## src/verilog/rob_consts.svh

```systemverilog
`ifndef ROB_CONSTS_SVH
`define ROB_CONSTS_SVH

// number of buffer entries
`define ROB_DEPTH 16

// entry tag, indexes the buffer directly
`define ROB_TAG_W 4

// occupancy count, one bit wider so a full buffer reads 16
`define ROB_CNT_W 5

// data and address width
`define XLEN 32

// architectural register index
`define REG_IDX_W 5

`endif
```

## src/verilog/rob_pkg.sv

```systemverilog
`include "rob_consts.svh"

package rob_pkg;

    // class of a buffer entry
    // decides what retire does with it
    typedef enum logic [2:0] {
        // result goes to the register file
        OP_REG     = 3'd0,
        // stores, one per access size
        OP_STORE_B = 3'd1,
        OP_STORE_H = 3'd2,
        OP_STORE_W = 3'd3,
        // conditional branch, checked against prediction
        OP_BRANCH  = 3'd4
    } rob_op_e;

    // store port bus state
    typedef enum logic {
        // no bus cycle
        ST_IDLE = 1'b0,
        // cyc/stb up, waiting on ack
        ST_BUS  = 1'b1
    } wb_state_e;

endpackage

```

## src/verilog/rob_top.sv

```systemverilog
`include "rob_consts.svh"

module rob_top import rob_pkg::*; (
    input  logic                  alu_broadcast,
    input  logic                  reset,
    // decoder allocation
    input  logic                  alloc_valid,
    input  rob_op_e               alloc_op,
    input  logic [`REG_IDX_W-1:0] alloc_rd,
    input  logic [`XLEN-1:0]      alloc_pc,
    input  logic                  alloc_pred_taken,
    output logic [`ROB_TAG_W-1:0] alloc_tag,
    output logic                  full,
    // decoder operand lookup
    input  logic [`ROB_TAG_W-1:0] rs1_tag,
    input  logic [`ROB_TAG_W-1:0] rs2_tag,
    output logic                  rs1_ready,
    output logic [`XLEN-1:0]      rs1_value,
    output logic                  rs2_ready,
    output logic [`XLEN-1:0]      rs2_value,
    // writeback paths
    input  logic                  alu_valid,
    input  logic [`ROB_TAG_W-1:0] alu_tag,
    input  logic [`XLEN-1:0]      alu_value,
    input  logic [`XLEN-1:0]      alu_target,
    input  logic                  load_valid,
    input  logic [`ROB_TAG_W-1:0] load_tag,
    input  logic [`XLEN-1:0]      load_value,
    input  logic                  store_valid,
    input  logic [`ROB_TAG_W-1:0] store_tag,
    input  logic [`XLEN-1:0]      store_addr,
    input  logic [`XLEN-1:0]      store_data,
    // register commit and redirect
    output logic                  reg_we,
    output logic [`REG_IDX_W-1:0] reg_rd,
    output logic [`XLEN-1:0]      reg_value,
    output logic [`ROB_TAG_W-1:0] reg_tag,
    output logic                  flush,
    output logic [`XLEN-1:0]      redirect_pc,
    // wishbone master, store commit only
    output logic                  wb_cyc,
    output logic                  wb_stb,
    output logic                  wb_we,
    output logic [`XLEN-1:0]      wb_adr,
    output logic [`XLEN-1:0]      wb_dat_w,
    output logic [3:0]            wb_sel,
    input  logic                  wb_ack
);

    logic [`ROB_TAG_W-1:0] head;
    logic [`ROB_CNT_W-1:0] count;
    logic                  alloc_ok;
    logic                  retire;
    logic                  head_ready;
    rob_op_e               head_op;
    logic [`REG_IDX_W-1:0] head_rd;
    logic [`XLEN-1:0]      head_value;
    logic [`XLEN-1:0]      head_pc;
    logic [`XLEN-1:0]      head_target;
    logic [`XLEN-1:0]      head_addr;
    logic                  head_pred_taken;
    logic                  st_req;
    rob_op_e               st_op;
    logic [`XLEN-1:0]      st_addr;
    logic [`XLEN-1:0]      st_data;
    logic                  st_done;

    // tail index is the tag handed to the decoder
    rob_pointers u_pointers (
        .alu_broadcast(alu_broadcast), .reset(reset), .alloc_valid(alloc_valid),
        .retire(retire), .flush(flush), .head(head), .tail(alloc_tag),
        .count(count), .full(full), .alloc_ok(alloc_ok)
    );

    rob_entry_table u_entry_table (
        .alu_broadcast(alu_broadcast), .reset(reset), .alloc_ok(alloc_ok),
        .tail(alloc_tag), .alloc_op(alloc_op), .alloc_rd(alloc_rd),
        .alloc_pc(alloc_pc), .alloc_pred_taken(alloc_pred_taken),
        .alu_valid(alu_valid), .alu_tag(alu_tag), .alu_value(alu_value),
        .alu_target(alu_target), .load_valid(load_valid), .load_tag(load_tag),
        .load_value(load_value), .store_valid(store_valid), .store_tag(store_tag),
        .store_addr(store_addr), .store_data(store_data), .retire(retire),
        .flush(flush), .head(head), .rs1_tag(rs1_tag), .rs2_tag(rs2_tag),
        .rs1_ready(rs1_ready), .rs1_value(rs1_value), .rs2_ready(rs2_ready),
        .rs2_value(rs2_value), .head_ready(head_ready), .head_op(head_op),
        .head_rd(head_rd), .head_value(head_value), .head_pc(head_pc),
        .head_target(head_target), .head_addr(head_addr),
        .head_pred_taken(head_pred_taken)
    );

    rob_retire u_retire (
        .alu_broadcast(alu_broadcast), .reset(reset), .count(count), .head(head),
        .head_ready(head_ready), .head_op(head_op), .head_rd(head_rd),
        .head_value(head_value), .head_pc(head_pc), .head_target(head_target),
        .head_addr(head_addr), .head_pred_taken(head_pred_taken), .st_done(st_done),
        .retire(retire), .flush(flush), .redirect_pc(redirect_pc), .reg_we(reg_we),
        .reg_rd(reg_rd), .reg_value(reg_value), .reg_tag(reg_tag), .st_req(st_req),
        .st_op(st_op), .st_addr(st_addr), .st_data(st_data)
    );

    rob_store_port u_store_port (
        .alu_broadcast(alu_broadcast), .reset(reset), .st_req(st_req), .st_op(st_op),
        .st_addr(st_addr), .st_data(st_data), .wb_ack(wb_ack), .st_done(st_done),
        .wb_cyc(wb_cyc), .wb_stb(wb_stb), .wb_we(wb_we), .wb_adr(wb_adr),
        .wb_dat_w(wb_dat_w), .wb_sel(wb_sel)
    );

endmodule

```

## src/verilog/rob_store_port.sv

```systemverilog
`include "rob_consts.svh"

module rob_store_port import rob_pkg::*; (
    input  logic             alu_broadcast,
    input  logic             reset,
    input  logic             st_req,
    input  rob_op_e          st_op,
    input  logic [`XLEN-1:0] st_addr,
    input  logic [`XLEN-1:0] st_data,
    input  logic             wb_ack,
    output logic             st_done,
    output logic             wb_cyc,
    output logic             wb_stb,
    output logic             wb_we,
    output logic [`XLEN-1:0] wb_adr,
    output logic [`XLEN-1:0] wb_dat_w,
    output logic [3:0]       wb_sel
);

    wb_state_e state;

    always_ff @(posedge alu_broadcast) begin
        if (reset) begin
            state <= ST_IDLE;
        end else begin
            case (state)
                ST_IDLE: begin
                    if (st_req) begin
                        state <= ST_BUS;
                    end
                end
                ST_BUS: begin
                    // classic cycle ends on the sampled ack
                    if (wb_ack) begin
                        state <= ST_IDLE;
                    end
                end
                default: state <= ST_IDLE;
            endcase
        end
    end

    // write-only master, cyc and stb move together
    assign wb_cyc  = (state == ST_BUS);
    assign wb_stb  = (state == ST_BUS);
    assign wb_we   = (state == ST_BUS);
    assign st_done = (state == ST_BUS) && wb_ack;

    // word aligned address
    assign wb_adr = {st_addr[`XLEN-1:2], 2'b00};

    // lane select and data placement by size
    always_comb begin
        case (st_op)
            OP_STORE_B: begin
                wb_sel   = 4'b0001 << st_addr[1:0];
                wb_dat_w = {{(`XLEN-8){1'b0}}, st_data[7:0]} << {st_addr[1:0], 3'b000};
            end
            OP_STORE_H: begin
                wb_sel   = st_addr[1] ? 4'b1100 : 4'b0011;
                wb_dat_w = {{(`XLEN-16){1'b0}}, st_data[15:0]} << {st_addr[1], 4'b0000};
            end
            default: begin
                // word store, all lanes
                wb_sel   = 4'b1111;
                wb_dat_w = st_data;
            end
        endcase
    end

endmodule

```

## src/verilog/rob_retire.sv

```systemverilog
`include "rob_consts.svh"

module rob_retire import rob_pkg::*; (
    input  logic                  alu_broadcast,
    input  logic                  reset,
    input  logic [`ROB_CNT_W-1:0] count,
    input  logic [`ROB_TAG_W-1:0] head,
    input  logic                  head_ready,
    input  rob_op_e               head_op,
    input  logic [`REG_IDX_W-1:0] head_rd,
    input  logic [`XLEN-1:0]      head_value,
    input  logic [`XLEN-1:0]      head_pc,
    input  logic [`XLEN-1:0]      head_target,
    input  logic [`XLEN-1:0]      head_addr,
    input  logic                  head_pred_taken,
    input  logic                  st_done,
    output logic                  retire,
    output logic                  flush,
    output logic [`XLEN-1:0]      redirect_pc,
    output logic                  reg_we,
    output logic [`REG_IDX_W-1:0] reg_rd,
    output logic [`XLEN-1:0]      reg_value,
    output logic [`ROB_TAG_W-1:0] reg_tag,
    output logic                  st_req,
    output rob_op_e               st_op,
    output logic [`XLEN-1:0]      st_addr,
    output logic [`XLEN-1:0]      st_data
);

    logic head_go;
    logic head_is_store;
    logic taken;
    logic mispredict;

    assign head_is_store = (head_op == OP_STORE_B) || (head_op == OP_STORE_H) ||
                           (head_op == OP_STORE_W);

    // head may act this cycle
    // st_req high means a store is still on the bus
    // flush high means younger entries are about to be dropped
    assign head_go = head_ready && (count != '0) && !st_req && !flush;

    // branch outcome from alu value bit 0
    assign taken      = head_value[0];
    assign mispredict = (head_op == OP_BRANCH) && (taken != head_pred_taken);

    // stores leave the head only at the ack edge
    assign retire = (head_go && !head_is_store) || (st_req && st_done);

    always_ff @(posedge alu_broadcast) begin
        if (reset) begin
            reg_we <= 1'b0;
            flush  <= 1'b0;
            st_req <= 1'b0;
        end else begin
            reg_we <= head_go && (head_op == OP_REG);
            // one cycle pulse, head_go is low while flush is up
            flush  <= head_go && mispredict;
            // store request held until the bus acks
            if (st_req && st_done) begin
                st_req <= 1'b0;
            end else if (head_go && head_is_store) begin
                st_req <= 1'b1;
            end
        end
    end

    always_ff @(posedge alu_broadcast) begin
        if (head_go) begin
            reg_rd    <= head_rd;
            reg_value <= head_value;
            reg_tag   <= head;
            // taken goes to the target, not taken falls through
            if (taken) begin
                redirect_pc <= head_target;
            end else begin
                redirect_pc <= head_pc + `XLEN'd4;
            end
        end
        // captured once per store, stable for the whole bus cycle
        if (head_go && head_is_store) begin
            st_op   <= head_op;
            st_addr <= head_addr;
            st_data <= head_value;
        end
    end

endmodule

```

## src/verilog/rob_entry_table.sv

```systemverilog
`include "rob_consts.svh"

module rob_entry_table import rob_pkg::*; (
    input  logic                  alu_broadcast,
    input  logic                  reset,
    input  logic                  alloc_ok,
    input  logic [`ROB_TAG_W-1:0] tail,
    input  rob_op_e               alloc_op,
    input  logic [`REG_IDX_W-1:0] alloc_rd,
    input  logic [`XLEN-1:0]      alloc_pc,
    input  logic                  alloc_pred_taken,
    input  logic                  alu_valid,
    input  logic [`ROB_TAG_W-1:0] alu_tag,
    input  logic [`XLEN-1:0]      alu_value,
    input  logic [`XLEN-1:0]      alu_target,
    input  logic                  load_valid,
    input  logic [`ROB_TAG_W-1:0] load_tag,
    input  logic [`XLEN-1:0]      load_value,
    input  logic                  store_valid,
    input  logic [`ROB_TAG_W-1:0] store_tag,
    input  logic [`XLEN-1:0]      store_addr,
    input  logic [`XLEN-1:0]      store_data,
    input  logic                  retire,
    input  logic                  flush,
    input  logic [`ROB_TAG_W-1:0] head,
    input  logic [`ROB_TAG_W-1:0] rs1_tag,
    input  logic [`ROB_TAG_W-1:0] rs2_tag,
    output logic                  rs1_ready,
    output logic [`XLEN-1:0]      rs1_value,
    output logic                  rs2_ready,
    output logic [`XLEN-1:0]      rs2_value,
    output logic                  head_ready,
    output rob_op_e               head_op,
    output logic [`REG_IDX_W-1:0] head_rd,
    output logic [`XLEN-1:0]      head_value,
    output logic [`XLEN-1:0]      head_pc,
    output logic [`XLEN-1:0]      head_target,
    output logic [`XLEN-1:0]      head_addr,
    output logic                  head_pred_taken
);

    // per-entry descriptor written at allocation
    rob_op_e               op_q     [`ROB_DEPTH];
    logic [`REG_IDX_W-1:0] rd_q     [`ROB_DEPTH];
    logic [`XLEN-1:0]      pc_q     [`ROB_DEPTH];
    logic                  pred_q   [`ROB_DEPTH];
    // results from the writeback paths
    // value doubles as store data, bit 0 is taken for a branch
    logic [`XLEN-1:0]      value_q  [`ROB_DEPTH];
    logic [`XLEN-1:0]      target_q [`ROB_DEPTH];
    logic [`XLEN-1:0]      addr_q   [`ROB_DEPTH];
    // result written and entry not yet retired
    logic [`ROB_DEPTH-1:0] ready_q;

    always_ff @(posedge alu_broadcast) begin
        if (alloc_ok) begin
            op_q[tail]   <= alloc_op;
            rd_q[tail]   <= alloc_rd;
            pc_q[tail]   <= alloc_pc;
            pred_q[tail] <= alloc_pred_taken;
        end
        if (alu_valid) begin
            value_q[alu_tag]  <= alu_value;
            target_q[alu_tag] <= alu_target;
        end
        if (load_valid) begin
            value_q[load_tag] <= load_value;
        end
        if (store_valid) begin
            addr_q[store_tag]  <= store_addr;
            value_q[store_tag] <= store_data;
        end
    end

    always_ff @(posedge alu_broadcast) begin
        if (reset || flush) begin
            ready_q <= '0;
        end else begin
            // clears first, writeback sets win
            if (retire) begin
                ready_q[head] <= 1'b0;
            end
            if (alloc_ok) begin
                ready_q[tail] <= 1'b0;
            end
            if (alu_valid) begin
                ready_q[alu_tag] <= 1'b1;
            end
            if (load_valid) begin
                ready_q[load_tag] <= 1'b1;
            end
            if (store_valid) begin
                ready_q[store_tag] <= 1'b1;
            end
        end
    end

    // decoder operand lookup, no bypass of same-cycle writes
    assign rs1_ready = ready_q[rs1_tag];
    assign rs1_value = value_q[rs1_tag];
    assign rs2_ready = ready_q[rs2_tag];
    assign rs2_value = value_q[rs2_tag];

    // oldest entry, seen by retire
    assign head_ready      = ready_q[head];
    assign head_op         = op_q[head];
    assign head_rd         = rd_q[head];
    assign head_value      = value_q[head];
    assign head_pc         = pc_q[head];
    assign head_target     = target_q[head];
    assign head_addr       = addr_q[head];
    assign head_pred_taken = pred_q[head];

endmodule

```

## src/verilog/rob_pointers.sv

```systemverilog
`include "rob_consts.svh"

module rob_pointers (
    input  logic                  alu_broadcast,
    input  logic                  reset,
    input  logic                  alloc_valid,
    input  logic                  retire,
    input  logic                  flush,
    output logic [`ROB_TAG_W-1:0] head,
    output logic [`ROB_TAG_W-1:0] tail,
    output logic [`ROB_CNT_W-1:0] count,
    output logic                  full,
    output logic                  alloc_ok
);

    // buffer holds all 16 entries
    assign full = (count == `ROB_CNT_W'(`ROB_DEPTH));

    // allocation dropped when full or while flushing
    assign alloc_ok = alloc_valid && !full && !flush;

    always_ff @(posedge alu_broadcast) begin
        if (reset) begin
            head  <= '0;
            tail  <= '0;
            count <= '0;
        end else if (flush) begin
            // mispredict empties the whole queue
            head  <= '0;
            tail  <= '0;
            count <= '0;
        end else begin
            // tag width matches depth, so pointers wrap by themselves
            if (alloc_ok) begin
                tail <= tail + 1'b1;
            end
            if (retire) begin
                head <= head + 1'b1;
            end
            // alloc and retire in the same cycle cancel out
            count <= count + `ROB_CNT_W'(alloc_ok) - `ROB_CNT_W'(retire);
        end
    end

endmodule

```

## config.mk

```make
export PLATFORM = sky130hd
export DESIGN_NAME = rob_top
export DESIGN_NICKNAME = d
export VERILOG_FILES = /design/src/verilog/rob_pkg.sv /design/src/verilog/rob_top.sv /design/src/verilog/rob_store_port.sv /design/src/verilog/rob_retire.sv /design/src/verilog/rob_entry_table.sv /design/src/verilog/rob_pointers.sv
export VERILOG_INCLUDE_DIRS = /design/src /design/src/verilog
export SDC_FILE = /design/constraint.sdc
export NUM_CORES = 2
export LEC_CHECK = 0
export CORE_UTILIZATION = 25
export DETAILED_ROUTE_END_ITERATION = 6
export DONT_BUFFER_PORTS = 1
export SKIP_LAST_GASP = 1
export SLEW_MARGIN = 20
export SYNTH_ARGS = -nofsm -noshare
export SYNTH_HDL_FRONTEND = slang
export SYNTH_SLANG_ARGS = --single-unit
```

## constraint.sdc

```tcl
create_clock -name alu_broadcast -period 18.6 [get_ports alu_broadcast]
set_input_delay 5.58 -clock alu_broadcast [delete_from_list [all_inputs] [get_ports alu_broadcast]]
set_output_delay 5.58 -clock alu_broadcast [all_outputs]
set_load 0.02 [all_outputs]
```

# ---- Word-level counts from Yosys, hierarchy flattened
# Memory sizes are Yosys's and may differ from the RTL's. A register that Yosys moved wholly into a read port is not among the register bits.
# Index checks and enable logic that the tools add are counted.
dict set report totals {
  reg_bits 136
  mem_bits_rw 2192
  in_bits 228
  wordCells 135
  memories 7
}
# name words width read_ports rd_clocked_by_memory_dff write_ports line_no
set memory_table {}
lappend memory_table {u_entry_table.addr_q 16 32 1 1 1 rob_entry_table.sv:51} ;# logic [`XLEN-1:0] addr_q [`ROB_DEPTH];
lappend memory_table {u_entry_table.pc_q 16 32 1 1 1 rob_entry_table.sv:45} ;# logic [`XLEN-1:0] pc_q [`ROB_DEPTH];
lappend memory_table {u_entry_table.target_q 16 32 1 1 1 rob_entry_table.sv:50} ;# logic [`XLEN-1:0] target_q [`ROB_DEPTH];
lappend memory_table {u_entry_table.value_q 16 32 3 1 3 rob_entry_table.sv:49} ;# logic [`XLEN-1:0] value_q [`ROB_DEPTH];
lappend memory_table {u_entry_table.rd_q 16 5 1 1 1 rob_entry_table.sv:44} ;# logic [`REG_IDX_W-1:0] rd_q [`ROB_DEPTH];
lappend memory_table {u_entry_table.op_q 16 3 1 1 1 rob_entry_table.sv:43} ;# rob_op_e op_q [`ROB_DEPTH];
lappend memory_table {{+1 memories} - - - - - -}
dict set report op_classes {
  n_addsub 5
  order_cmp 12
  n_eq_ne 8
  shift 3
  muxes 50
  n_bitwise 8
  reduce_logical 29
}
# op count
set op_table {}
lappend op_table {{$mux W16} 9}
lappend op_table {{$pmux W32 S2} 1}
lappend op_table {{$or A16 B16 Y16} 3}
lappend op_table {{$mux W4} 11}
lappend op_table {{$lt A4 B5 Y1 const B} 7}
lappend op_table {{$add A32 B3 Y32 const B} 1}
lappend op_table {{$and A16 B16 Y16} 2}
lappend op_table {{$mux W32} 1}
lappend op_table {{$not A16 Y16} 2}
lappend op_table {{$shl A16 B5 Y32} 1}
lappend op_table {{$shl A8 B5 Y32} 1}
lappend op_table {{$demux W1 S4} 5}
lappend op_table {{$ge A4 B1 Y1 const B} 5}
lappend op_table {{$mux W1} 18}
lappend op_table {{$logic_and A1 B1 Y1} 17}
lappend op_table {{$bmux W1 S4} 3}
lappend op_table {{$eq A3 B2 Y1 const B} 3}
lappend op_table {{$add A4 B1 Y4 const B} 2}
lappend op_table {{$pmux W4 S2} 1}
lappend op_table {{$eq A3 B1 Y1 const B} 2}
lappend op_table {{$add A5 B1 Y5} 1}
lappend op_table {{$eq A5 B5 Y1 const B} 1}
lappend op_table {{$reduce_bool A5 Y1} 1}
lappend op_table {{$sub A5 B1 Y5} 1}
lappend op_table {{other kinds (9)} 16}

# ---- Longest topological paths before layout
dict set report logic_depth {
  ltp_word 20
  ltp_mapped 19
}

# ---- By module
# Synthesis repeated with hierarchy kept, for this count alone.
dict set report unflattened {
  cells_unflattened 7245
  area_unflattened_um2 110886.3
}
# module n_inst cells_each area_per_inst_um2 seq_area_each_um2
set by_module_without_submodules {}
lappend by_module_without_submodules {rob_entry_table 1 6745 104062.3 66143.4}
lappend by_module_without_submodules {rob_retire 1 319 5293.8 4264.1}
lappend by_module_without_submodules {rob_store_port 1 108 840.8 20.0}
lappend by_module_without_submodules {rob_pointers 1 73 689.4 260.2}

# ---- Least setup slack after synthesis
# Ideal clock, no wire load.
dict set report synth_timing {
  kind {input -> output}
  startpoint {in rs1_tag[0]}
  endpoint {out rs1_value[0]}
  arrival_ns 7.729
  required_time_ns 13.020
  setup_slack_ns 5.291
  stages 5
  n_path_buf 3
  path_cell_list {clkbuf_1 clkbuf_1 buf_1 mux4_2 mux4_2}
}
dict set report synth_via {
  elab_chain_cells 1
}
# item line_no
set synth_lines {}
lappend synth_lines {{from (decl)} rob_top.sv:15} ;# input logic [`ROB_TAG_W-1:0] rs1_tag,
lappend synth_lines {{$mem_v2 Z16 W32} -}
lappend synth_lines {{to (decl)} rob_top.sv:18} ;# output logic [`XLEN-1:0] rs1_value,
# Every way passes these cells.

# ---- Worst setup path in the final report
dict set report layout_timing {
  startpoint {in rs2_tag[1]}
  endpoint {out rs2_value[25]}
}
dict set report layout_via {
  elab_chain_cells 1
}
# item line_no
set layout_lines {}
lappend layout_lines {{from (decl)} rob_top.sv:16} ;# input logic [`ROB_TAG_W-1:0] rs2_tag,
lappend layout_lines {{$mem_v2 Z16 W32} -}
lappend layout_lines {{to (decl)} rob_top.sv:20} ;# output logic [`XLEN-1:0] rs2_value,
# Every way passes these cells.

==> results.txt <==
Critical path class - in2out
Clock sink total - 2369
First-pass GRT wire length - 506000 µm
CTS resizes - 0
Leak - 0.0368 µW
M2 GR Usage - 27.4%
Fin crit share - 68.6%
Root Driver - clkbuf_16
Post-synthesis register bit count - 2369
Number of max-cap violations - 0
GR met3 Demand/Resource - 4.47%
Synth Flop Type - edfxtp_1
Final hold violation count - 0
Max stage delay on crit path - 620 ps
CP cell instances - mux4_2 > mux4_2
Drt wl/cell - 31.2 µm
Mapped Area - 0.109 mm²
Initial antenna violation count - 19
Max frequency - 0.0783 GHz
Power density cells - 100 mW/mm²
Worst slew pin tran - 1220 ps
Status - finished clean
Hold crit path type - reg2reg
Total routed wirelength - 371000 µm
Vias - 61600
Critical Path RT - 13020 ps
Nets@finish - 6173
Yosys warning total - 0
Row Count - 242
TritonCTS clock tree - yes
Worst hold margin - 545 ps
Worst-Skew Late Latency - 930 ps
Min-delay src - u_entry_table.ready_q[3]$_SDFF_PP0_
Die Span Y - 663 µm
Reg-to-reg setup timing slack - 12890 ps
Die width - 663 µm
Bufs and invs on worst path - 0
DR vias/cell - 5.18
EDFF count, synth - 2332
Die Area - 0.439 mm²
ANT nets after route - 0
Async S/R FF share, synth - 0%
Drt drc - 0
Worst slew margin - 18.6%
Initial core utilization - 25.1%
Yosys top cell by area - edfxtp_1
Overflow after GRT - 0
Critical Path Slowest Stage Cell - mux4_2
Post-Syn Instances - 6112
Area growth from synthesis to layout - 13.6%
R2R depth - 8
Hold buffers post-CTS - 0
Vias in the first global route - 62100
I/O Buffers - 0
Count leader, synth - edfxtp_1
Clk pin slew, worst setup/hold paths - 60 ps
Clock Skews - 76.6 ps
Critical path's most frequent cell - mux4_2
GPL Wtd Cong - 0.830
Critical path's top delay family - multiplexers
Avg Cell Area, Syn - 17.9 µm²
Top post-synthesis cells by area - edfxtp_1 (64%), mux4_2 (20%), mux2i_1 (4.9%)
WHS Endpoint - u_entry_table.ready_q[3]$_SDFF_PP0_
Max Slew Vio Count - 0
RSZ-0062 raised after global routing - no
M1 GR Usage - 19.5%
Synth top area share - 64.2%
Layout filler cell count - 42400
CP Max Fanout - 132
Layout cells sized above 1 - 25.9%
CP startpoint kind - input port
Synth unique cells - 68
Worst Setup End Kind - output port
Number of setup buffers added after CTS - 0
Gr usage total - 16.4%
Final critical-path required period - 12770 ps
Worst Hold Depth - 2
Total clock buffers created by CTS - 273
Top Ports - 445
Core Box Area - 0.435 mm²
Gr busiest metal - met2
Largest net degree at the start of global routing - 133
First-pass DRT Iterations - 6
Worst IR Drop VDD - 68.3 µV
Max H-tree Level - 5
Top post-synthesis cells by count - edfxtp_1 (2332), mux4_2 (967), mux2i_1 (538)
Critical Path AT - 7190 ps
Reg2reg end - u_retire.redirect_pc[6]$_DFFE_PP_
Post-detail-place hpwl - 216000 µm
Levels on crit path - 2
Total negative slack - 0 ps
Final setup fails - 0
Max clock buf depth - 4
Drt initial violations - 7621
Seq/Total Area, Yosys - 64.9%
==> cell families after synthesis <==
| family | synth area share, % |
|---|---|
| simple gates | 3.39 |
| fa+ha+maj | 0.190 |
| buf+inv | 2.53 |
| compound gates | 3.43 |
| mux | 25.5 |
| other cells | 0.00344 |
| flops | 64.9 |
| xor+xnor | 0.136 |
==> worst max path at each step <==
stage,slack [ps],from,to
floorplan,5290,rs1_tag[0],rs1_value[0]
global placement,6090,rs1_tag[0],rs1_value[24]
detailed placement,6080,rs2_tag[0],rs2_value[27]
CTS,6090,rs1_tag[0],rs1_value[27]
global route,6000,rs2_tag[0],rs2_value[25]
finish,5830,rs2_tag[1],rs2_value[25]
==> layout by cell type, fill, tap and decap left out, drive strengths merged, types with 27 or more instances in the layout <==
master,synthesis,layout
nor2,186,186
mux4,990,990
nand3,27,27
edfxtp,2332,2332
inv,41,43
dfxtp,37,37
a22oi,29,29
nand2,521,521
clkinv,0,122
a21oi,116,116
mux2i,539,539
o21ai,434,434
buf,201,134
clkbuf,392,342
==> layer usage <==
metal / up-vias / share of wire [%]
li1: 24600 / -
met1: 32600 / 37
met2: 3577 / 49
met3: 787 / 9.6
met4: 4 / 5.1
met5: - / 0.0073
==> cell type report <==
class / instances / area, µm² / area share [%]
clock buffer: 342 / 7340 / 5.92
clock inverter: 148 / 1370 / 1.11
tap: 5734 / 7170 / 5.79
sequential: 2369 / 70800 / 57.1
multi-input combinational: 3110 / 36000 / 29.0
inverter: 41 / 186 / 0.150
timing repair buffer: 134 / 1060 / 0.852
antenna: 21 / 52.6 / 0.0424
==> registers in the layout, indices dropped and copies added, names as in the netlist, named ones only <==
register	cells
u_retire.st_data	32
u_pointers.head	4
u_retire.redirect_pc	32
u_entry_table.rd_q	80
u_pointers.count	5
u_entry_table.ready_q	16
u_store_port.wb_cyc	1
u_retire.st_op	3
u_retire.st_req	1
u_entry_table.pc_q	512
u_retire.st_addr	32
u_retire.flush	1
u_retire.reg_value	32
u_retire.reg_tag	4
u_entry_table.pred_q	16
u_entry_table.target_q	512
u_entry_table.value_q	512
u_entry_table.op_q	48
u_pointers.tail	4
u_retire.reg_rd	5
u_retire.reg_we	1
u_entry_table.addr_q	512
==> metrics by stage <==
| stage | area (µm²) | cells | utilization [%] | setup slack, ps | total power, µW |
|---|---|---|---|---|---|
| final | 124000 | 11900 | 28.5 | 5830 | 12400 |
| after detailed placement | 115000 | 11400 | 26.5 | 6080 | 7240 |
| after CTS | 124000 | 11900 | 28.5 | 6090 | 12500 |
| after global routing | 124000 | 11900 | 28.5 | 6000 | 12800 |
| after global placement | 115000 | 11400 | 26.5 | 6090 | 7210 |
| after floorplan | 109000 | 6113 | - | 5290 | 6950 |
==> worst min-delay path, delay by kind of cell, from the launching register on <==
family | cells | cell delay (ps)
DFF | 1 | 360
AOI/OAI and AO/OA | 2 | 140
==> power breakdown <==
group / leakage (µW) / internal, µW / switching, µW
logic: 0.0111 / 412 / 521
registers: 0.0214 / 6070 / 117
clock network: 0.00426 / 3070 / 2240
total: 0.0368 / 9550 / 2880
Note: power is estimated with default switching activity, not from simulation.
